==> src/design/sub_pkg.sv <==
// Sub-processor shared definitions
// Address map pages, opcode bytes, bus widths and start vectors

package sub_pkg;

    // Bus widths
    localparam int addr_w    = 16;
    localparam int data_w    = 8;
    localparam int shared_aw = 10;   // 1 KB shared RAM

    // A[15:14] of the non-ROM region, 0xC000 and up
    localparam logic [1:0] rom_top_page = 2'b11;

    // A[13:12] pages inside 0xC000..0xFFFF
    localparam logic [1:0] page_shared   = 2'b00;   // 0xCxxx
    localparam logic [1:0] page_nmi_ack  = 2'b01;   // 0xDxxx
    localparam logic [1:0] page_irq_main = 2'b10;   // 0xExxx

    // Start addresses
    localparam logic [addr_w-1:0] reset_vector = 16'h0000;
    localparam logic [addr_w-1:0] nmi_vector   = 16'h0066;   // Z80 NMI entry

    // Opcode bytes, 16-bit operands follow low byte first
    localparam logic [data_w-1:0] op_ldi  = 8'h01;   // acc <= imm
    localparam logic [data_w-1:0] op_ld   = 8'h02;   // acc <= mem[addr]
    localparam logic [data_w-1:0] op_st   = 8'h03;   // mem[addr] <= acc
    localparam logic [data_w-1:0] op_jp   = 8'h04;   // pc <= addr
    localparam logic [data_w-1:0] op_inc  = 8'h05;   // acc <= acc + 1
    localparam logic [data_w-1:0] op_retn = 8'h06;   // pc <= saved pc
    // Anything else runs as a one-byte no-op

    // Unmapped reads float high
    localparam logic [data_w-1:0] open_bus = 8'hff;

endpackage

==> src/design/sub_addr_decode.sv <==
`timescale 1ns/1ps
// Sub bus address decoder
// Splits the 64 KB map into ROM, shared RAM, NMI ack and main irq pages
// and muxes the read data back to the bus master

module sub_addr_decode (
    input  logic [sub_pkg::addr_w-1:0] bus_addr,
    input  logic                       bus_mreq,
    input  logic [sub_pkg::data_w-1:0] rom_data,
    input  logic [sub_pkg::data_w-1:0] ram_rdata,
    output logic                       rom_sel,
    output logic                       shared_sel,
    output logic                       nmi_ack,
    output logic                       irq_main,
    output logic [sub_pkg::data_w-1:0] bus_rdata
);

    // Page decode during a memory request only
    always_comb begin
        rom_sel    = 1'b0;
        shared_sel = 1'b0;
        nmi_ack    = 1'b0;
        irq_main   = 1'b0;
        if (bus_mreq) begin
            if (bus_addr[sub_pkg::addr_w-1 -: 2] != sub_pkg::rom_top_page) begin
                rom_sel = 1'b1;                                      // Below 0xC000
            end else begin
                case (bus_addr[sub_pkg::addr_w-3 -: 2])
                    sub_pkg::page_shared:   shared_sel = 1'b1;
                    sub_pkg::page_nmi_ack:  nmi_ack    = 1'b1;
                    sub_pkg::page_irq_main: irq_main   = 1'b1;
                    default: ;                                       // 0xFxxx open
                endcase
            end
        end
    end

    // Read data mux
    always_comb begin
        if (rom_sel)
            bus_rdata = rom_data;
        else if (shared_sel)
            bus_rdata = ram_rdata;
        else
            bus_rdata = sub_pkg::open_bus;
    end

    // Selects are mutually exclusive
    always_comb begin
        a_one_sel: assert final (
            $onehot0({rom_sel, shared_sel, nmi_ack, irq_main})
        ) else $error("sub_addr_decode: bad select set for addr %h", bus_addr);
    end

endmodule

==> config.mk <==
export PLATFORM = sky130hd
export DESIGN_NAME = sub_addr_decode
export DESIGN_NICKNAME = d
export VERILOG_FILES = /design/src/design/sub_pkg.sv /design/src/design/sub_addr_decode.sv
export SDC_FILE = /design/constraint.sdc
export NUM_CORES = 1
export LEC_CHECK = 0
export BUFFER_PORTS_ARGS = -buffer_cell sky130_fd_sc_hd__buf_2
export CAP_MARGIN = 15
export CORE_AREA = 2 2 39 41
export DETAILED_ROUTE_END_ITERATION = 16
export DIE_AREA = 0 0 41 43
export MAX_ROUTING_LAYER = met4
export PLACE_DENSITY = 0.51
export SYNTH_ARGS = -nofsm -noshare
export SYNTH_HDL_FRONTEND = slang
export SYNTH_SLANG_ARGS = --single-unit
==> constraint.sdc <==
create_clock -name vclk -period 0.8
set_input_delay 0.04 -clock vclk [all_inputs]
set_output_delay 0.04 -clock vclk [all_outputs]
set_load 0.01 [all_outputs]
Word-level counts from Yosys, hierarchy flattened

Index checks and enable logic that the tools add are counted.
Widths: inputs -> output; s select.

Output and inout bits: 12
Bits in latches: 0
Bits of input ports: 33
Register bits: 0
Memory bits (writable): 0
ROM bits: 0
Memories: 0
Word-level logic and storage cells: 17

Equal/unequal tests: 3
Multiply operators: 0
Divide/modulo/power cells: 0
$add $sub $neg: 0
Reductions and logical operators: 1
Shift operators: 0
$lt $le $gt $ge: 0
Mux-type cells: 13
Bitwise logic cells: 0

Operators by type and width:

| cell               | number |
|---|---|
| $mux 8             | 2 |
| $mux 1             | 11 |
| $eq 2x1->1 const B | 1 |
| $eq 2x2->1 const B | 1 |
| $logic_not 2->1    | 1 |
| $ne 2x2->1 const B | 1 |

Depth between registers and ports, before layout

Depth after elaboration: 6
Gate-level depth with buffers: 3
Depth with buffers taken out: 2

Worst setup path after synthesis

No wires, ideal clock.

Path type: input port to output port
Start point: in bus_addr[13] (netlist bit)
End point: out bus_rdata[0] (netlist bit)
Path buffers: 1
Cell stages on the path: 3
Required time: 760 ps
Arrival: 630 ps
Path slack: 130 ps
Cell sequence: nand2b_1 buf_2 o32a_1

Longest elaborated chain between the ends: 6

RTL lines:

| element         | line                  | RTL |
|---|---|---|
| from (decl)     | sub_addr_decode.sv:7  | `input logic [sub_pkg::addr_w-1:0] bus_addr,` |
| $logic_not 2->1 | sub_addr_decode.sv:28 | `case (bus_addr[sub_pkg::addr_w-3 -: 2])` |
| $mux 1          | sub_addr_decode.sv:28 |  |
| $mux 1          | sub_addr_decode.sv:25 | `if (bus_addr[sub_pkg::addr_w-1 -: 2] != sub_pkg::rom_top_page) begin` |
| $mux 1          | sub_addr_decode.sv:24 | `if (bus_mreq) begin` |
| $mux 8          | sub_addr_decode.sv:42 | `else if (shared_sel)` |
| $mux 8          | sub_addr_decode.sv:40 | `if (rom_sel)` |
| to (decl)       | sub_addr_decode.sv:15 | `output logic [sub_pkg::data_w-1:0] bus_rdata` |

No other way between the ends.

Worst setup path in the final report

Start point: in bus_addr[12] (netlist bit)
End point: out bus_rdata[4] (netlist bit)

The elaborated chain is that of the path after synthesis.

==> reports/qor.txt <==
status - finished, violations left
violated checks - negative setup slack
placed cell areas - 337 um^2
row cnt - 14
Post-Route WL - 784 um
DIE AREA - 1760 um^2
first-pass GRT wire length - 1.20 mm
Slew headroom - 0.885
fin area - 387 um^2
average cell area after synthesis - 7.82 um^2
Antenna Cells - 0
register area - 0 um^2
worst-margin pin slew - 0.172 ns
Area Growth Syn to Fin - 147%
synthesized area - 156 um^2
Final WS setup - -0.0274 ns
period utilisation layout - 1.03
nets - 89
Synth Area in Simple Gates - 0.296
Worst VDD drop - 0.000162 V
die extent in y - 43 um
Antenna Violating Nets Remaining - 0
Crit path required time - 0.76 ns
register area share after synthesis - 0
slowest cell on the critical path - o32a_1
Pleak - 0.215 nW
Ys Warns - 0
maxcap violations - 0
vias in the first global route - 281
grt total ovfl - 0
commonest non-fill, non-tap cells in the layout - buf_2, o32a_1, buf_4
vias - 309
Initial Util - 0.113
Finished Layout Cells - 70
Slew Viols, Final - 0
CP startpoint kind - input pin
DRT iter0 DRCs - 1
layout clock buffer count - 0
setup_tns - -0.123 ns
share of cells above drive strength 1 - 0.722
Critical Setup Path Class - in2out
CP max stage delay - 0.34 ns
RSZ-0062 raised after global routing - yes
via/cell ratio - 4.41
worst hold slack - 0.400 ns
die width - 41 um
wire length per cell - 11.2 um
setup-violating endpoint count in the final report - 8
Hold Crit Class - in2out
multiplexer area fraction after synthesis - 0
main combinational cell family by area after synthesis - compound AO/OA/AOI/OAI gates
Synth Area in Adders - 0
1st-pass router iterations - 4
Fmax - 1.21 GHz
drt drc - 0
core box area - 1380 um^2
CP cell instances - buf_8, nand3b_4, o32a_1, buf_2
syn nets - 53
initial antenna violation count - 0
leading cell type in the layout, fill and taps excluded - buf_2
Worst EP arrival - 0.79 ns
I/O Pins - 45
GRT Util Overall - 0.0942
pwr dens - 492 nW/um^2
Hold Fails Final Rpt - 0
Synth Area in Compound Gates - 0.576
post-synthesis xor/xnor area fraction - 0
Final Critical Period - 0.827 ns
largest net degree at the start of global routing - 11
Crit Path Max Fanout - 5
Port Buf Inserts - 33
post-synth cell types - 10
Worst setup EP type - output pin
fin util - 0.279
Syn Inst Count - 20
RD Place Congestion - 0.609
placed insts - 68
Seq cells - 0
## path summary, 6_finish.rpt
kind,start,to,depth (start not counted)
hold / removal,bus_addr[13],irq_main,4
setup / recovery,bus_addr[12],bus_rdata[4],4
## worst max-delay path, delay by kind of cell
family | cells | cell delay [ns]
AO/OA/AOI/OAI | 1 | 0.34
buffers and inverters | 2 | 0.24
AND/OR/NAND/NOR | 1 | 0.17
## report_power, final
| part | switching (W) | leakage [nW] | total [W] | internal, W |
|---|---|---|---|---|
| Clock | 0 | 0 | 0 | 0 |
| Combinational | 0.0000845 | 0.215 | 0.000190 | 0.000106 |
| Sequential | 0 | 0 | 0 | 0 |
| Total | 0.0000845 | 0.215 | 0.000190 | 0.000106 |
## Yosys cell counts
| cell type | instances | share of area |
|---|---|---|
| a21bo_2 | 1 | 0.064 |
| buf_2 | 1 | 0.032 |
| buf_4 | 1 | 0.048 |
| inv_1 | 2 | 0.048 |
| nand2_1 | 2 | 0.048 |
| nand2b_1 | 1 | 0.040 |
| nand3b_4 | 1 | 0.13 |
| nor2_1 | 2 | 0.048 |
| nor3_1 | 1 | 0.032 |
| o32a_1 | 8 | 0.51 |
## logic make-up after synthesis
group | Yosys count
simple gates | 7
buf+inv | 4
compound gates | 9
## timing repair
item | in CTS | in global routing
hold buffers | 0 | 0
setup endpoints to repair | 10 | 8
pin swaps | 4 | 4
buffers inserted | 0 | 1
resized for setup | 6 | 1
cloned | 1 | 0
## layer usage
| metal | wire length (um) | track usage | share of wire |
|---|---|---|---|
| met5 | 0 | - | 0 |
| met4 | 0 | 0 | 0 |
| met3 | 88 | 0 | 0.11 |
| met2 | 373 | 0.153 | 0.48 |
| met1 | 323 | 0.136 | 0.41 |
## through the flow
step | power, W | setup WS (ns)
after floorplan | 0.0000780 | 0.130
after global placement | 0.000166 | -0.155
after detailed placement | 0.000165 | -0.155
after CTS | 0.000187 | -0.0472
after global routing | 0.000208 | -0.0492
final | 0.000190 | -0.0274
## final cells by class
cell class         instances  area [um^2]
fillers                  153          997
inverters                  2         7.51
repair buffers            35          195
multi-input cells         17          164
well taps                 16         20.0
Power figures use the tool's default switching activity.
