--- config.mk ---
export PLATFORM = sky130hd
export DESIGN_NAME = sub_sequencer
export DESIGN_NICKNAME = d
export VERILOG_FILES = /design/src/design/sub_pkg.sv /design/src/design/sub_sequencer.sv
export SDC_FILE = /design/constraint.sdc
export NUM_CORES = 1
export LEC_CHECK = 0
export ABC_AREA = 1
export BUFFER_PORTS_ARGS = -buffer_cell sky130_fd_sc_hd__buf_2
export CORE_MARGIN = 1.5
export CORE_UTILIZATION = 30
export DETAILED_ROUTE_END_ITERATION = 6
export SETUP_SLACK_MARGIN = 0.3
export SLEW_MARGIN = 25
export SYNTH_ARGS = -nofsm -noshare
export SYNTH_HDL_FRONTEND = slang
export SYNTH_SLANG_ARGS = --single-unit
export TNS_END_PERCENT = 5
--- constraint.sdc ---
create_clock -name mcu_halt -period 6.9 [get_ports mcu_halt]
set_clock_uncertainty 0.1 [all_clocks]
set_input_delay 1.38 -clock mcu_halt [delete_from_list [all_inputs] [get_ports mcu_halt]]
set_output_delay 1.38 -clock mcu_halt [all_outputs]
set_load 0.02 [all_outputs]
--- src/design/sub_pkg.sv ---
// Sub-processor shared definitions
// Address map pages, opcode bytes, bus widths and start vectors

package sub_pkg;

    // Bus widths
    localparam int addr_w    = 16;
    localparam int data_w    = 8;
    localparam int shared_aw = 10;   // 1 KB shared RAM

    // A[15:14] of the non-ROM region, 0xC000 and up
    localparam logic [1:0] rom_top_page = 2'b11;

    // A[13:12] pages inside 0xC000..0xFFFF
    localparam logic [1:0] page_shared   = 2'b00;   // 0xCxxx
    localparam logic [1:0] page_nmi_ack  = 2'b01;   // 0xDxxx
    localparam logic [1:0] page_irq_main = 2'b10;   // 0xExxx

    // Start addresses
    localparam logic [addr_w-1:0] reset_vector = 16'h0000;
    localparam logic [addr_w-1:0] nmi_vector   = 16'h0066;   // Z80 NMI entry

    // Opcode bytes, 16-bit operands follow low byte first
    localparam logic [data_w-1:0] op_ldi  = 8'h01;   // acc <= imm
    localparam logic [data_w-1:0] op_ld   = 8'h02;   // acc <= mem[addr]
    localparam logic [data_w-1:0] op_st   = 8'h03;   // mem[addr] <= acc
    localparam logic [data_w-1:0] op_jp   = 8'h04;   // pc <= addr
    localparam logic [data_w-1:0] op_inc  = 8'h05;   // acc <= acc + 1
    localparam logic [data_w-1:0] op_retn = 8'h06;   // pc <= saved pc
    // Anything else runs as a one-byte no-op

    // Unmapped reads float high
    localparam logic [data_w-1:0] open_bus = 8'hff;

endpackage

--- src/design/sub_sequencer.sv ---
`timescale 1ns/1ps
// Sub MCU bus master
// Compact six-opcode sequencer with Z80-like bus timing
// Waits on the ROM and takes NMI and bus hold only at instruction boundaries

module sub_sequencer (
    input  logic                       mcu_halt,
    input  logic                       arst_n,
    input  logic                       nmi_pending,
    input  logic                       hold_req,     // Main CPU bus request
    input  logic                       rom_sel,
    input  logic                       shared_sel,
    input  logic [sub_pkg::data_w-1:0] bus_rdata,
    input  logic [sub_pkg::data_w-1:0] fetch_data,
    input  logic                       fetch_done,
    output logic [sub_pkg::addr_w-1:0] bus_addr,
    output logic                       bus_mreq,
    output logic                       bus_wr,
    output logic [sub_pkg::data_w-1:0] bus_wdata,
    output logic                       fetch_req,
    output logic                       bus_ack
);

    typedef enum logic [2:0] {
        st_boundary,   // Hold and NMI checked here
        st_opcode,
        st_operand,
        st_mem,
        st_held
    } state_t;

    state_t                     state;
    logic [sub_pkg::addr_w-1:0] pc;
    logic [sub_pkg::addr_w-1:0] saved_pc;    // Return address for RETN
    logic [sub_pkg::addr_w-1:0] oper_addr;
    logic [sub_pkg::data_w-1:0] acc;
    logic [sub_pkg::data_w-1:0] ir;
    logic                       hi_byte;     // Next operand is the high byte
    logic                       ram_phase;   // Shared RAM data cycle
    logic                       rom_rd;
    logic                       done;
    logic                       has_operand;
    logic                       nmi_entry;
    logic [sub_pkg::data_w-1:0] rd_data;

    // Bus outputs straight from state
    assign bus_mreq  = (state == st_opcode) || (state == st_operand) || (state == st_mem);
    assign bus_wr    = (state == st_mem) && (ir == sub_pkg::op_st);
    assign bus_addr  = (state == st_mem) ? oper_addr : pc;
    assign bus_wdata = acc;
    assign bus_ack   = (state == st_held);

    assign rom_rd    = rom_sel && !bus_wr;   // ROM writes fall through
    assign fetch_req = bus_mreq && rom_rd;
    assign rd_data   = rom_rd ? fetch_data : bus_rdata;
    assign nmi_entry = (state == st_boundary) && !hold_req && nmi_pending;

    assign has_operand = (rd_data == sub_pkg::op_ldi) || (rd_data == sub_pkg::op_ld) ||
                         (rd_data == sub_pkg::op_st)  || (rd_data == sub_pkg::op_jp);

    // Access done on ROM handshake or second RAM cycle and at once otherwise
    always_comb begin
        if (rom_rd)
            done = fetch_done;
        else if (shared_sel)
            done = ram_phase;
        else
            done = 1'b1;
    end

    always_ff @(posedge mcu_halt or negedge arst_n) begin
        if (!arst_n) begin
            state     <= st_boundary;
            pc        <= sub_pkg::reset_vector;
            hi_byte   <= 1'b0;
            ram_phase <= 1'b0;
        end else begin
            ram_phase <= bus_mreq && shared_sel && !ram_phase;
            case (state)
                st_boundary: begin
                    if (hold_req) begin
                        state <= st_held;              // Stop requesting
                    end else begin
                        if (nmi_pending)
                            pc <= sub_pkg::nmi_vector;
                        state <= st_opcode;
                    end
                end
                st_opcode: if (done) begin
                    pc      <= pc + 1'b1;
                    hi_byte <= 1'b0;
                    state   <= has_operand ? st_operand : st_boundary;
                    if (rd_data == sub_pkg::op_retn)
                        pc <= saved_pc;
                end
                st_operand: if (done) begin
                    pc      <= pc + 1'b1;
                    hi_byte <= 1'b1;
                    if (ir == sub_pkg::op_ldi) begin
                        state <= st_boundary;
                    end else if (hi_byte) begin
                        if (ir == sub_pkg::op_jp) begin
                            pc    <= {rd_data, oper_addr[sub_pkg::data_w-1:0]};
                            state <= st_boundary;
                        end else begin
                            state <= st_mem;
                        end
                    end
                end
                st_mem:  if (done) state <= st_boundary;
                st_held: if (!hold_req) state <= st_boundary;   // Ack drops next cycle
                default: state <= st_boundary;
            endcase
        end
    end

    // Datapath registers
    always_ff @(posedge mcu_halt) begin
        if (nmi_entry)
            saved_pc <= pc;
        if (done) begin
            case (state)
                st_opcode: begin
                    ir <= rd_data;
                    if (rd_data == sub_pkg::op_inc)
                        acc <= acc + 1'b1;
                end
                st_operand: begin
                    if (ir == sub_pkg::op_ldi)
                        acc <= rd_data;
                    else if (!hi_byte)
                        oper_addr[sub_pkg::data_w-1:0] <= rd_data;   // Low byte first
                    else
                        oper_addr[sub_pkg::addr_w-1:sub_pkg::data_w] <= rd_data;
                end
                st_mem: if (ir == sub_pkg::op_ld) acc <= rd_data;
                default: ;
            endcase
        end
    end

    // No requests while the bus is granted
    a_quiet_held: assert property (
        @(posedge mcu_halt) disable iff (!arst_n)
        bus_ack |-> !bus_mreq
    ) else $error("sub_sequencer: bus request while bus_ack is high");

endmodule

# Word level (Yosys, flattened, before mapping)
# Cells that the tools add are included.
[word_totals] register_bits=69 latch_bits=0 mem_bits_rw=0 romBits=0 input_bits=23 output_inout_bits=28 wordCells=93 memories=0
[op_classes] add_sub_neg=2 multipliers=0 div=0 order_cmp=0 eq_ne=24 shift=0 mux=30 bitwise=2 n_reduce_logical=26
[ops] cell="2-to-1 mux 16 bit" count=9
[ops] cell="case mux 16 bit (3 select lines)" count=1
[ops] cell="== test 8 x 2 -> 1 bit (second input constant)" count=4
[ops] cell="== test 8 x 3 -> 1 bit (second input constant)" count=4
[ops] cell="2-to-1 mux 8 bit" count=4
[ops] cell="case mux 8 bit (3 select lines)" count=1
[ops] cell="2-to-1 mux 3 bit" count=7
[ops] cell="adder 16 x 1 -> 16 bit (second input constant)" count=1
[ops] cell="== test 8 x 1 -> 1 bit (second input constant)" count=2
[ops] cell="case mux 3 bit (5 select lines)" count=1
[ops] cell="AND reduction 5 bit" count=3
[ops] cell="inequality test 2 bit (second input constant)" count=6
[ops] cell="adder 8 x 1 -> 8 bit (second input constant)" count=1
[ops] cell="AND reduction 4 bit" count=2
[ops] cell="logical AND 1 bit" count=7
[ops] cell="== test 3 x 2 -> 1 bit (second input constant)" count=2
[ops] cell="inequality test 2 x 1 -> 1 bit (second input constant)" count=3
[ops] cell="nonzero test 3 bit" count=2
[ops] cell="logical OR 1 bit" count=5
[ops] cell="2-to-1 mux 1 bit" count=4
[ops] cell="2-to-1 mux 2 bit" count=2
[ops] cell="== test 3 x 1 -> 1 bit (second input constant)" count=1
[ops] cell="== test 3 bit (second input constant)" count=1
[ops] cell="logical NOT 1 bit" count=3
[ops] cell="7 further kinds" count=8

# Depth between registers and ports, before layout
[logic_depth] depth_word=12 mapped_depth=15 mapped_depth_nobuf=14

# Least setup slack after synthesis
# Ideal clock, no wire load.
[synth_timing] kind="input to output" startpoint="in rom_sel" endpoint="out fetch_req" arrival_ns=2.025 required_time_ns=5.420 slack_ns=3.395 cell_stages=4 path_buffers=2 cell_sequence="buf_2 -> nand2_4 -> buf_6 -> nor2_1"
[synth_between] elab_chain_cells=2
[synth_lines] element="from (decl)" line="sub_sequencer.sv:11" rtl="input logic rom_sel,"
[synth_lines] element="logical AND 1 bit" line="sub_sequencer.sv:53" rtl="assign rom_rd = rom_sel && !bus_wr;"
[synth_lines] element="logical AND 1 bit" line="sub_sequencer.sv:54" rtl="assign fetch_req = bus_mreq && rom_rd;"
[synth_lines] element="to (decl)" line="sub_sequencer.sv:20" rtl="output logic fetch_req,"
# No other way between the ends.

# Final worst setup path
[layout_timing] startpoint="reg state[2]" endpoint="out bus_addr[10] (netlist name)"
[layout_between] elab_chain_cells=2
[layout_lines] element="from (decl)" line="sub_sequencer.sv:32" rtl="state_t state;"
[layout_lines] element="from (signal assigned)" line="sub_sequencer.sv:73" rtl="state <= st_boundary;"
[layout_lines] element="from (signal assigned)" line="sub_sequencer.sv:82" rtl="state <= st_held;"
[layout_lines] element="from (signal assigned)" line="sub_sequencer.sv:86" rtl="state <= st_opcode;"
[layout_lines] element="== test 3 x 2 -> 1 bit" line="sub_sequencer.sv:49" rtl="assign bus_addr = (state == st_mem) ? oper_addr : pc;"
[layout_lines] element="2-to-1 mux 16 bit" line="sub_sequencer.sv:49"
[layout_lines] element="to (decl)" line="sub_sequencer.sv:16" rtl="output logic [sub_pkg::addr_w-1:0] bus_addr,"
# No other way between the ends.

==> impl_summary.md <==
Synth
Synthesis produced a netlist with a net count of roughly 550. Synthesis produced a netlist whose cell count is 520. The count of flip-flops with a built-in enable after synthesis is between 40 and 50.

In the post-synthesis netlist, the biggest area contributors are edfxtp_1, dfrtp_1, nand2_1. The count of warnings emitted by yosys is 0. The most common cell in the synthesized netlist is nand2_1. In this run the mean area of a mapped cell was 7.90 µm². The largest total area in the synthesized netlist belongs to edfxtp_1. The cell area after technology mapping is 4110 µm². After synthesis the netlist holds a flip-flop and latch count of 69.

Counting flops with an async set or reset pin after synthesis yields a share of 0.304. Of the post-synthesis cell area, the dominant cell type holds 0.351. For this run, the leading register cell type out of synthesis is edfxtp_1. By count the netlist is led by nand2_1, inv_1, nand3_1.

The sequential area share after synthesis is 0.479. After synthesis, the netlist uses 31 different library cells.

Drt
Dividing the detail-routed wire length by the instance count gives about 15 µm. After detailed routing, the number of remaining DRC violations is 0. In this run the remaining antenna-violating nets after routing total 0. The total routed wirelength is 11.3 mm. The mean number of vias per cell is 4.80. The initial detailed-routing violation count is ~260. The routed layout has 3594 vias. Before antenna repair, the detailed router went through 5 iterations.

Pwr
The power density relative to cell area is between 300 and 400 nW/µm². The share of total power in combinational logic is 0.324. For this design the static power due to leakage is around 2.2 nW. The share of total power consumed by net switching is 0.381. IR analysis of the VDD net gives a maximum drop of around 0.0001 V. The internal portion of the total power is ~990 µW.

Of the total power, the clock network draws 0.285. The net switching power figure is roughly 610 µW. The power share of the sequential group is 0.391.

Run status
The run finished with clean final reports.

Worst hold path
The class of the most critical hold timing path is reg -> reg. The worst hold path cell count is 1.

Clock network
Clock tree synthesis inserted a total of 9 buffers. The root buffer cell chosen for the clock tree is clkbuf_16. The number of clock sinks is ~70.

No sink is reached through more buffers than the 2 on the longest clock path. The clock insertion delay at the later pin of the skew report is 330 ps. The post-cts sizing count is 0. The number of buffers added for setup after CTS is 0.

The hold-fix buffer count after cts is 0. The number of levels in the clock H-tree is 3. The clock-pin slew on the worst setup and hold paths is 60 ps. TritonCTS built the clock tree.

Job
The number of max-capacitance violations reported is 0.

Placement
Input and output buffers added on the ports amount to 50. The congestion estimate from routability-driven global placement came to 0.867. The final HPWL from detailed placement is 7.98 mm.

At the placement stage, the worst setup path has a slack of approximately 3200 ps.

Global routing
The total overflow left after global routing is 0. The initial antenna violation count is 0. Across every metal layer, demand over resource in global routing totals 0.167. The largest net degree at the start of global routing is 32. The number of global-route vias before repair is between 3000 and 4000.

The wire length of the first global-routing pass is roughly 19 mm.

Floorplan
The die covers roughly 14000 µm². The die width is 120 µm. The overall die height is approximately 120 µm. The floorplan step defined a core boundary enclosing about 13000 µm². The cell row count is 42. The initial cell density of the core is 0.309. The I/O pin count is 51.

Worst setup path
By startpoint and endpoint, the worst setup path is classified as reg -> out. The largest fanout on the critical path is 31. The arrival time reported for the critical path endpoint is around 2200 ps. The cell count along the critical path is 6. The maximum cell stage delay along the critical path is between 600 and 700 ps. The worst endpoint required time is 5420 ps. For the worst flop-to-flop path, the logic depth is 8. STA classifies the critical path startpoint as a register. Together, buffers and inverters on the worst path number 3. The cell at the slowest stage of the critical path is inv_1. The kind of end point of the critical path is an output pin. Walking the worst path, the cells encountered are inv_2 > nand3_2 > inv_1 > nand2_1 > o21ai_0 > buf_2. The family with the most delay on the worst path is buffers and inverters.

STA
The minimum clock period is 3680 ps. In this run the tightest slew margin relative to its limit is 0.331. The number of max-slew violations in the final report is 0. The setup TNS is 0 ps. The final-report setup violation count is 0. The maximum frequency from static timing analysis is about 270 MHz. Setup repair after global routing left no endpoint under its margin. The count of endpoints failing hold in the final timing report came to 0.

The setup slack after layout is roughly 3200 ps. The post-route worst hold slack is 330 ps. Of the available clock period, the critical path in the final layout requires 0.533. For the pin with the worst max-slew slack, the measured transition is around 1000 ps.

Finish
The number of diodes added for antenna fixing is 0. Of the cells placed in the final design, the portion with a size suffix greater than 1 is 0.162. The filler cells instantiated in the layout total approximately 1400.

The synthesis-to-layout area growth is 17.2%. For this run, the post-layout net count is 593.
==> path summary, 6_finish.rpt <==
path                                      start                endpoint  slack, ps
min in group asynchronous                arst_n      pc[14]$_DFFE_PN0P_        940
hold / removal              ram_phase$_DFF_PN0_     ram_phase$_DFF_PN0_        330
hold reg to reg             ram_phase$_DFF_PN0_     ram_phase$_DFF_PN0_        330
setup reg to reg           state[1]$_DFFE_PN0P_  oper_addr[3]$_DFFE_PP_       3660
max in group asynchronous                arst_n      pc[15]$_DFFE_PN0P_       5380
setup / recovery           state[2]$_DFFE_PN0P_            bus_addr[10]       3220
==> worst reg2reg max path, delay by kind of cell (launching register included) <==
| kind | cells | cell delay [ps] |
|---|---|---|
| flip-flops | 1 | 440 |
| AND/OR/NAND/NOR | 5 | 1920 |
| buffers and inverters | 3 | 390 |
==> per-stage QoR <==
stage          power [mW]   util  area (µm²)  std cells
3_5_place_dp         1.15  0.340        4510        733
3_3_place_gp         1.14  0.340        4510        733
2_1_floorplan       0.987      -        4110        520
5_1_grt              1.72  0.362        4810        749
4_1_cts              1.62  0.362        4810        749
6_report             1.61  0.362        4810        749
==> final cells by class <==
cell class              instances  area [µm²]  area share
clock inverters                 4        47.5     0.00988
flip-flops and latches         69        1970       0.409
multi-input cells             344        1720       0.357
clock buffers                  12         246      0.0512
inverters                      91         342      0.0710
well taps                     176         220      0.0457
repair buffers                 53         273      0.0567
==> layer usage <==
layer / wire [µm] / part of all wire / track usage
met1: 5110 / 0.45 / 0.223
met3: 625 / 0.055 / 0.0314
met2: 5370 / 0.48 / 0.272
met4: 168 / 0.015 / 0.0558
met5: 0 / 0 / 0
==> power groups by stage <==
stage / Clock [mW] / Combinational (mW) / Sequential (mW)
after detailed placement: 0 / 0.519 / 0.633
after CTS: 0.467 / 0.523 / 0.626
final: 0.458 / 0.520 / 0.628
after floorplan: 0 / 0.383 / 0.604
after global routing: 0.486 / 0.593 / 0.642
after global placement: 0 / 0.511 / 0.631
==> layout by cell type (no fill, tap or decap), drive strengths merged, types with 7 or more instances in the layout <==
master,count
nor2,55
nor3,12
inv,91
clkbuf,12
o21ai,44
nand4,7
xor2,9
nand3,61
buf,53
nand2,114
dfrtp,21
edfxtp,48
a21oi,29
==> flip-flops by register name, indices dropped and copies added, names as in the netlist <==
name,cells
ir,8
oper_addr,16
bus_wdata,8
saved_pc,16
pc,16
ram_phase,1
hi_byte,1
state,3
==> logic make-up after synthesis <==
kind of cell / count (synthesis) / synth area share
AOI/OAI and AO/OA: 79 / 0.100
and+or+nand+nor: 252 / 0.287
xor gates and xnor gates: 11 / 0.0235
DFF: 69 / 0.479
buffers and inverters: 107 / 0.105
adders and majority gates: 2 / 0.00609
(Power assumes the default switching activity.)
