$ cat config.mk
export PLATFORM = sky130hd
export DESIGN_NAME = rom_fetch
export DESIGN_NICKNAME = d
export VERILOG_FILES = /design/src/design/sub_pkg.sv /design/src/design/rom_fetch.sv
export SDC_FILE = /design/constraint.sdc
export NUM_CORES = 1
export LEC_CHECK = 0
export ABC_CLOCK_PERIOD_IN_PS = 1600
export BUFFER_PORTS_ARGS = -buffer_cell sky130_fd_sc_hd__buf_2
export CAP_MARGIN = 20
export CORE_MARGIN = 2
export CORE_UTILIZATION = 37
export CTS_BUF_LIST = sky130_fd_sc_hd__clkbuf_8
export DETAILED_ROUTE_END_ITERATION = 12
export MAX_ROUTING_LAYER = met4
export PLACE_DENSITY_LB_ADDON = 0.05
export SLEW_MARGIN = 20
export SYNTH_ARGS = -nofsm -noshare
export SYNTH_HDL_FRONTEND = slang
export SYNTH_SLANG_ARGS = --single-unit
$ cat constraint.sdc
create_clock -name mcu_halt -period 1.6 [get_ports mcu_halt]
set_input_delay 0.08 -clock mcu_halt [delete_from_list [all_inputs] [get_ports mcu_halt]]
set_output_delay 0.08 -clock mcu_halt [all_outputs]
set_load 0.01 [all_outputs]
$ cat src/design/sub_pkg.sv
// Sub-processor shared definitions
// Address map pages, opcode bytes, bus widths and start vectors

package sub_pkg;

    // Bus widths
    localparam int addr_w    = 16;
    localparam int data_w    = 8;
    localparam int shared_aw = 10;   // 1 KB shared RAM

    // A[15:14] of the non-ROM region, 0xC000 and up
    localparam logic [1:0] rom_top_page = 2'b11;

    // A[13:12] pages inside 0xC000..0xFFFF
    localparam logic [1:0] page_shared   = 2'b00;   // 0xCxxx
    localparam logic [1:0] page_nmi_ack  = 2'b01;   // 0xDxxx
    localparam logic [1:0] page_irq_main = 2'b10;   // 0xExxx

    // Start addresses
    localparam logic [addr_w-1:0] reset_vector = 16'h0000;
    localparam logic [addr_w-1:0] nmi_vector   = 16'h0066;   // Z80 NMI entry

    // Opcode bytes, 16-bit operands follow low byte first
    localparam logic [data_w-1:0] op_ldi  = 8'h01;   // acc <= imm
    localparam logic [data_w-1:0] op_ld   = 8'h02;   // acc <= mem[addr]
    localparam logic [data_w-1:0] op_st   = 8'h03;   // mem[addr] <= acc
    localparam logic [data_w-1:0] op_jp   = 8'h04;   // pc <= addr
    localparam logic [data_w-1:0] op_inc  = 8'h05;   // acc <= acc + 1
    localparam logic [data_w-1:0] op_retn = 8'h06;   // pc <= saved pc
    // Anything else runs as a one-byte no-op

    // Unmapped reads float high
    localparam logic [data_w-1:0] open_bus = 8'hff;

endpackage

$ cat src/design/rom_fetch.sv
`timescale 1ns/1ps
// ROM access stage
// Valid/ready handshake with the external ROM: rom_cs held with a stable
// address until rom_ok, data captured and a one-cycle done strobe issued

module rom_fetch (
    input  logic                       mcu_halt,
    input  logic                       arst_n,
    input  logic                       fetch_req,
    input  logic [sub_pkg::addr_w-1:0] fetch_addr,
    input  logic [sub_pkg::data_w-1:0] rom_data,
    input  logic                       rom_ok,
    output logic                       rom_cs,
    output logic [sub_pkg::addr_w-1:0] rom_addr,
    output logic [sub_pkg::data_w-1:0] fetch_data,
    output logic                       fetch_done
);

    logic start;
    logic hs;

    // No restart while the requester still sees the done strobe
    assign start = fetch_req && !rom_cs && !fetch_done;
    assign hs    = rom_cs && rom_ok;   // Handshake cycle

    always_ff @(posedge mcu_halt or negedge arst_n) begin
        if (!arst_n) begin
            rom_cs     <= 1'b0;
            fetch_done <= 1'b0;
        end else begin
            fetch_done <= hs;          // Single pulse after handshake
            if (start)
                rom_cs <= 1'b1;
            else if (hs)
                rom_cs <= 1'b0;        // Dropped in the following cycle
        end
    end

    // Address and data payload
    always_ff @(posedge mcu_halt) begin
        if (start)
            rom_addr <= fetch_addr;    // Held until rom_ok
        if (hs)
            fetch_data <= rom_data;
    end

    // ROM may take any number of cycles, address must not move meanwhile
    a_addr_hold: assert property (
        @(posedge mcu_halt) disable iff (!arst_n)
        (rom_cs && !rom_ok) |=> (rom_cs && $stable(rom_addr))
    ) else $error("rom_fetch: rom_addr moved while waiting for rom_ok");

endmodule

# Yosys cells after proc, flatten, opt, wreduce, memory -nomap -nowiden

Cells that the tools add are included.
W data, S select, Z words.

Reductions and logical operators: 6
Mux-type cells: 2

Operators by type and width:

| operator            | number |
|---|---|
| $logic_and A1 B1 Y1 | 3 |
| $logic_not A1 Y1    | 2 |
| $mux W1             | 2 |
| $reduce_bool A2 Y1  | 1 |

Logic and storage cells: 12
Register bits: 26
Output and inout port bits: 26

# Depth between registers and ports, before layout

Gate-level depths: netlist (run 1).

Depth after elaboration: 4
Gate-level depth with buffers: 2

# Worst setup path before layout (run 1)

No wires, ideal clock.

Path kind: register -> register
From: register rom_cs
To: register rom_addr[0] in the netlist's numbering, enable pin
Setup slack: 0.018 ns
Setup time: 0.388 ns
Stages on the path, launching flop included: 2
Data arrival time: 1.194 ns
Clock period less this slack: 1.582 ns
Cell sequence: dfrtp_1 > nor3b_2

Cells in the longest elaborated chain, start to end: 3

Ends and longest elaborated chain:

| what                              | line            | source |
|---|---|---|
| start, declared                   | rom_fetch.sv:13 | `output logic rom_cs,` |
| start signal, assigned            | rom_fetch.sv:28 | `rom_cs <= 1'b0;` |
| start signal, assigned            | rom_fetch.sv:33 | `rom_cs <= 1'b1;` |
| start signal, assigned            | rom_fetch.sv:35 | `rom_cs <= 1'b0;` |
| $logic_not A1 Y1                  | rom_fetch.sv:23 | `assign start = fetch_req && !rom_cs && !fetch_done;` |
| $logic_and A1 B1 Y1 (2 in series) | rom_fetch.sv:23 |  |
| net start                         | rom_fetch.sv:19 | `logic start;` |
| end signal, assigned              | rom_fetch.sv:42 | `rom_addr <= fetch_addr;` |
| end, declared                     | rom_fetch.sv:14 | `output logic [sub_pkg::addr_w-1:0] rom_addr,` |

The timed path passes the listed nets, and every way through them passes these cells.
A chain may end at the register's enable or synchronous reset.

# Final worst setup path (run 1)

From: register rom_cs
To: register rom_addr[5] in the netlist's numbering, enable pin

The elaborated chain is that of the path after synthesis.

==> reports/qor.txt, run 1 <==
Post-Syn Area - 802 um^2
Switch Pwr - 302 uW
Number of antenna violations at the first check in global routing - 0
Via count - 575
Synth Instances - 30
Fin crit share - 0.715
Final instance area - 1410 um^2
Crit-path cells - nor3b_2 -> buf_4
PostCTS Resize Cnt - 0
Detailed Routing Iterations Pass 1 - 2
Final Hold Fails - 0
Starting DRT DRC Count - 3
Max-cap violations - 0
Routed Antenna Nets - 0
Startpoint types - register
Clock share of power - 0.247
Nets - 143
Critical Path Sink Type - register
Clock slew seen by the registers of the worst setup and hold paths - 80 ps
Crit path largest cell delay - 410 ps
Clock Skew - 2.91 ps
Avg Inst Size Synth - 26.7 um^2
Die width - 50.6 um
Gr usage total - 0.146
CTS root buf - clkbuf_8
Sw Share - 0.214
#FFs+latches synth - 26
Comb power frac - 0.158
Share of layout cells above drive strength 1 - 0.526
Crit Path Class - register to register
CORE AREA - 2000 um^2
CTS max path bufs - 2
Via/cell ratio - 4.08
Ys Warns - 0
CP arrival - 1110 ps
Final Setup Violations - 0
Std-Cell Rows - 16
Slowest-stage cell, CP - dfrtp_1
Commonest non-fill, non-tap cell in the layout - buf_2
Layout overhead on the synthesized area - 76.0%
Grt total ovfl - 0
Sequential share of the synthesized area - 0.961
Commonest non-fill, non-tap cells in the layout - buf_2 (53), dlygate4sd3_1 (25), edfxtp_1 (24), clkbuf_8 (3)
Syn nets - 58
Netlist cell types - 6
Leak pwr - 0.618 nW
CP required - 1560 ps
H-tree depth - 1
I/O Buffers - 53
Post-DP Area - 1120 um^2
Largest net degree at the start of global routing - 15
Crit path max-delay family - flip-flops
Outcome - finished clean
Slew Limit Fails - 0
Least-Margin Pin Slew - 199 ps
Worst min-delay path class - primary input to register
RSZ-0062 raised after global routing - no
Final WL - 1.75 mm
Post-CTS setup buffers - 0
Global-route wire length before repair - 2.54 mm
Internal - 1.11 mW
Seq pwr share - 0.595
CTS tree - done
Vias in the first global route - 569
Die Footprint - 2560 um^2
# DRC - 0
Peak VDD IR - 0.656 mV
Relative slew slack - 0.867
Number of hold buffers added after CTS - 23
Clock latency on the worst-skew pair - 260 ps
IO Count - 54
Minimum clock period - 1140 ps
Power Density - 1000 nW/um^2
Setup TNS - 0 ps
Crit path max fanout - 13
Routed len/inst - 12.4 um
Placer Congestion - 0.695
Hpwl dp - 1.14 mm
FMAX - 0.874 GHz
Die H - 50.6 um
Antenna fix cells - 0
CTS Buf Count - 3
Clock tree sinks - 26
Worst path buffer plus inverter count - 1
Initial Util - 0.401
==> per-stage QoR <==
stage          power (mW)  setup WS, ps  utilization  cells  hold slack, ps
6_report             1.41           456        0.705    141            93.6
4_1_cts              1.43           446        0.695    139           0.260
3_3_place_gp         1.03           464        0.558    112            -133
2_1_floorplan       0.928          17.7            -     30            -216
3_5_place_dp         1.04           453        0.558    112            -133
5_1_grt              1.48           362        0.705    141             109
==> per-layer routing <==
layer  wire length, um  up-vias  GRT usage
met3               111        2     0.0327
met1               557      262      0.132
met2              1060       28      0.296
li1                  -      283          -
met5                 0        -          -
met4                16        0     0.0405
==> power groups by stage <==
stage,sequential [mW],combinational (mW),clock [mW]
final,0.842,0.223,0.350
after global routing,0.847,0.243,0.392
after CTS,0.842,0.221,0.362
after detailed placement,0.858,0.177,0
after global placement,0.857,0.176,0
after floorplan,0.894,0.0344,0
==> cell type report <==
| cell class | count | area [um^2] |
|---|---|---|
| fill | 154 | 591 |
| inverter | 1 | 3.75 |
| sequential | 26 | 771 |
| clock inverter | 1 | 3.75 |
| multi-input combinational | 3 | 27.5 |
| clock buffer | 3 | 41.3 |
| timing repair buffer | 80 | 531 |
| tap | 27 | 33.8 |
==> Yosys cell counts <==
library cell,count,area [um^2]
edfxtp_1,24,721
dfrtp_1,2,50.1
a21o_1,1,7.51
and2_2,1,7.51
inv_1,1,3.75
nor3b_2,1,12.5
==> cell families (layout without fill, tap and decap cells) <==
family                 count (synthesis)  count (layout)  synth area share
flip-flops                            26              26             0.961
AND/OR/NAND/NOR                        2               2            0.0250
AO/OA/AOI/OAI                          1               1           0.00936
buffers and inverters                  1              85           0.00468
==> sequential cells by signal, summed over array words and instances (netlist names) <==
register,cells
fetch_data,8
fetch_done,1
rom_addr,16
rom_cs,1
==> final timing paths <==
| check | startpoint | to | slack (ps) | depth (start not counted) |
|---|---|---|---|---|
| worst max-delay path | rom_cs$_DFFE_PN0P_ | rom_addr[5]$_DFFE_PP_ | 460 | 2 |
| worst min-delay path | rom_ok | rom_cs$_DFFE_PN0P_ | 90 | 3 |
| min in group asynchronous | arst_n | fetch_done$_DFF_PN0_ | 130 | 2 |
| worst max register to register | rom_cs$_DFFE_PN0P_ | rom_addr[5]$_DFFE_PP_ | 460 | 2 |
| max in group asynchronous | arst_n | rom_cs$_DFFE_PN0P_ | 1380 | 2 |
| worst min register to register | rom_cs$_DFFE_PN0P_ | rom_cs$_DFFE_PN0P_ | 540 | 1 |
==> worst register-to-register path: stages, from the launching register on <==
cell     delay [ps]
dfrtp_1         410
nor3b_2         210
buf_4           230
(Power assumes the default switching activity.)
==> run 2: changes to the inputs <==
ABC_AREA = 1   (was unset)
ABC_CLOCK_PERIOD_IN_PS = 1200   (was 1600)
CORE_UTILIZATION = 42   (was 37)
clock period = 1.2 ns   (was 1.6 ns; I/O delays follow)
==> run 2 against run 1 <==
Against the previous run: first-iteration DRC count is 100% higher; clock-buffer cell count is the same; register-to-register slack worse by 360 ps; cell area up 3.1%; sequential share of layout area decreased by 1.6 points; fmax is 3.7% higher; worst setup slack worse by 360 ps; sequential power increased by 33%; synthesized cell count up 17%; largest cell class unchanged; largest power group unchanged; highest routed layer unchanged.
==> reports/qor.txt, run 2 <==
Relative slew slack - 0.795 (-0.0720)
Placer Congestion - 0.740 (+6.5%)
Die width - 48.0 um (-5.0%)
CP arrival - 1080 ps (-30 ps)
CTS Buf Count - 3 (unchanged)
Layout overhead on the synthesized area - 78.9%
Post-CTS setup buffers - 0 (unchanged)
Top Registers - rom_addr x16, fetch_data x8
Pre-CTS WS - 109 ps (-344 ps)
Initial Util - 0.456 (+0.0555)
Clock slew seen by the registers of the worst setup and hold paths - 80 ps (about the same)
Final Setup Violations - 0 (unchanged)
Hpwl dp - 1.04 mm (-8.4%)
H-tree depth - 1 (unchanged)
Final hold slack - 114 ps (+20.3 ps)
CTS root buf - clkbuf_8
Critical Path Sink Type - register
Via/cell ratio - 4.17 (+2.2%)
Power Density - 1470 nW/um^2 (+46%)
Routed len/inst - 12.9 um (+3.7%)
RSZ-0062 raised after global routing - no
#FFs+latches synth - 26 (unchanged)
Clock Skew - 2.09 ps (-0.813 ps)
Synth top area share - 0.886 (-0.0124)
Clock tree sinks - 26 (unchanged)
Least-Margin Pin Slew - 307 ps (+108 ps)
Number of hold buffers added after CTS - 25 (+8.7%)
Ys Warns - 0 (unchanged)
Area contributors post-synth - edfxtp_1 (89%), dfrtp_1 (6.2%), inv_1 (2.3%)
Antenna fix cells - 0 (unchanged)
PostCTS Resize Cnt - 0 (unchanged)
Setup TNS - 0 ps (unchanged)
Detailed Routing Iterations Pass 1 - 4 (+2)
Leak pwr - 0.641 nW (+3.7%)
Crit path max fanout - 16 (+3)
CTS max path bufs - 2 (unchanged)
# fillers - 106 (-31%)
Minimum clock period - 1100 ps (-40.6 ps)
Commonest non-fill, non-tap cells in the layout - buf_2 (53), dlygate4sd3_1 (25), edfxtp_1 (24), inv_1 (4), clkbuf_8 (3)
M2 GR Usage - 0.363 (+0.0666)
Final Hold Fails - 0 (unchanged)
Number of antenna violations at the first check in global routing - 0 (unchanged)
Final WL - 1.84 mm (+5.2%)
Avg Inst Size Synth - 23.2 um^2 (-13%)
Largest net degree at the start of global routing - 17 (+2)
Synth Instances - 35 (+17%)
IO Count - 54 (unchanged)
Routed Antenna Nets - 0 (unchanged)
Worst min-delay path class - primary input to register
Clock latency on the worst-skew pair - 260 ps (about the same)
Global-route wire length before repair - 2.68 mm (+5.4%)
Leading area contributor after synthesis - edfxtp_1
Netlist cell types - 6 (unchanged)
Grt total ovfl - 0 (unchanged)
Max reg flops - 16 (unchanged)
Most used DFF post-synth - edfxtp_1
Nets - 147 (+2.8%)
Post-synth EDFFs - 24 (unchanged)
Die Footprint - 2300 um^2 (-9.8%)
Largest register by flop count - rom_addr
Peak VDD IR - 0.964 mV (+47%)
Slew Limit Fails - 0 (unchanged)
Die H - 48.0 um (-5.0%)
Post-DP Area - 1130 um^2 (+1.6%)
Share of layout cells above drive strength 1 - 0.517 (-0.00937)
Post-Syn Area - 813 um^2 (+1.4%)
Via count - 596 (+3.7%)
Ys async rst share - 0.0769 (unchanged)
Met3 Track Usage GR - 0.0415 (+0.00877)
Std-Cell Rows - 15 (-1)
Startpoint types - register
FMAX - 0.906 GHz (+3.7%)
I/O Buffers - 53 (unchanged)
# DRC - 0 (unchanged)
Fin crit share - 0.920 (+0.205)
Top-count cell post-synth - edfxtp_1
Vias in the first global route - 592 (+4.0%)
Sequential share of the synthesized area - 0.948 (-0.0133)
CTS tree - done
CP required - 1180 ps (-380 ps)
Final worst slack - 96.2 ps (-359 ps)
Gr usage total - 0.190 (+0.0437)
Most frequent cells after synthesis - edfxtp_1 (24), inv_1 (5), dfrtp_1 (2), nand2_1 (2)
Global routing usage on met1 - 0.188 (+0.0564)
Final instance area - 1460 um^2 (+3.1%)
CORE AREA - 1780 um^2 (-11%)
Syn nets - 63 (+8.6%)
Commonest non-fill, non-tap cell in the layout - buf_2
Outcome - finished clean
GRT Max-Usage Layer - met2
Starting DRT DRC Count - 6 (+3)
Crit Path Class - register to register
Max-cap violations - 0 (unchanged)
run 2: cell types whose count changed after synthesis:
cell     previous run  this run
a21o_1              1         0
and2_2              1         0
inv_1               1         5
nand2_1             0         2
nand2_2             0         1
nand3_2             0         1
nor3b_2             1         0
run 2: cell families after synthesis:
group         count (synthesis)  share of synthesized area
flops                        26                      0.948
buf+inv                       5                     0.0231
simple gates                  4                     0.0292
run 2: layer usage:
layer,routed length [um],up-vias
met4,21,0
met2,1150,29
met1,587,273
li1,-,292
met3,83,2
met5,0,-
run 2: worst max-delay path: stages, from the launching register on:
cell and delay [ps]:
dfrtp_1 400, inv_1 70, nand3_2 100, clkinvlp_4 110
buf_12 140
run 2: final timing paths:
kind | end | cells after the start | from | slack, ps
setup / recovery | rom_addr[9]$_DFFE_PP_ | 4 | rom_cs$_DFFE_PN0P_ | 100
hold / removal | rom_cs$_DFFE_PN0P_ | 3 | fetch_req | 110
setup reg to reg | rom_addr[9]$_DFFE_PP_ | 4 | rom_cs$_DFFE_PN0P_ | 100
hold reg to reg | rom_cs$_DFFE_PN0P_ | 2 | rom_cs$_DFFE_PN0P_ | 590
max in group asynchronous | fetch_done$_DFF_PN0_ | 2 | arst_n | 990
min in group asynchronous | rom_cs$_DFFE_PN0P_ | 2 | arst_n | 120
run 2: cell type report:
type	count	area (um^2)	share of cell area
well taps	25	31.3	0.0215
inverters	5	22.5	0.0155
clock inverters	1	30.0	0.0206
multi-input cells	4	23.8	0.0163
clock buffers	3	41.3	0.0284
repair buffers	79	536	0.368
flip-flops and latches	26	771	0.530
run 2: report_power, final:
group / switching, mW / internal [mW] / leakage [nW]
logic: 0.158 / 0.165 / 0.355
registers: 0.0253 / 1.10 / 0.250
clock network: 0.244 / 0.445 / 0.0357
run 2: through the flow:
step,instances,total power [mW],util
floorplan,35,1.25,-
CTS,143,2.14,0.816
finish,143,2.13,0.816
detailed placement,114,1.40,0.636
global placement,114,1.39,0.636
global route,143,2.23,0.816
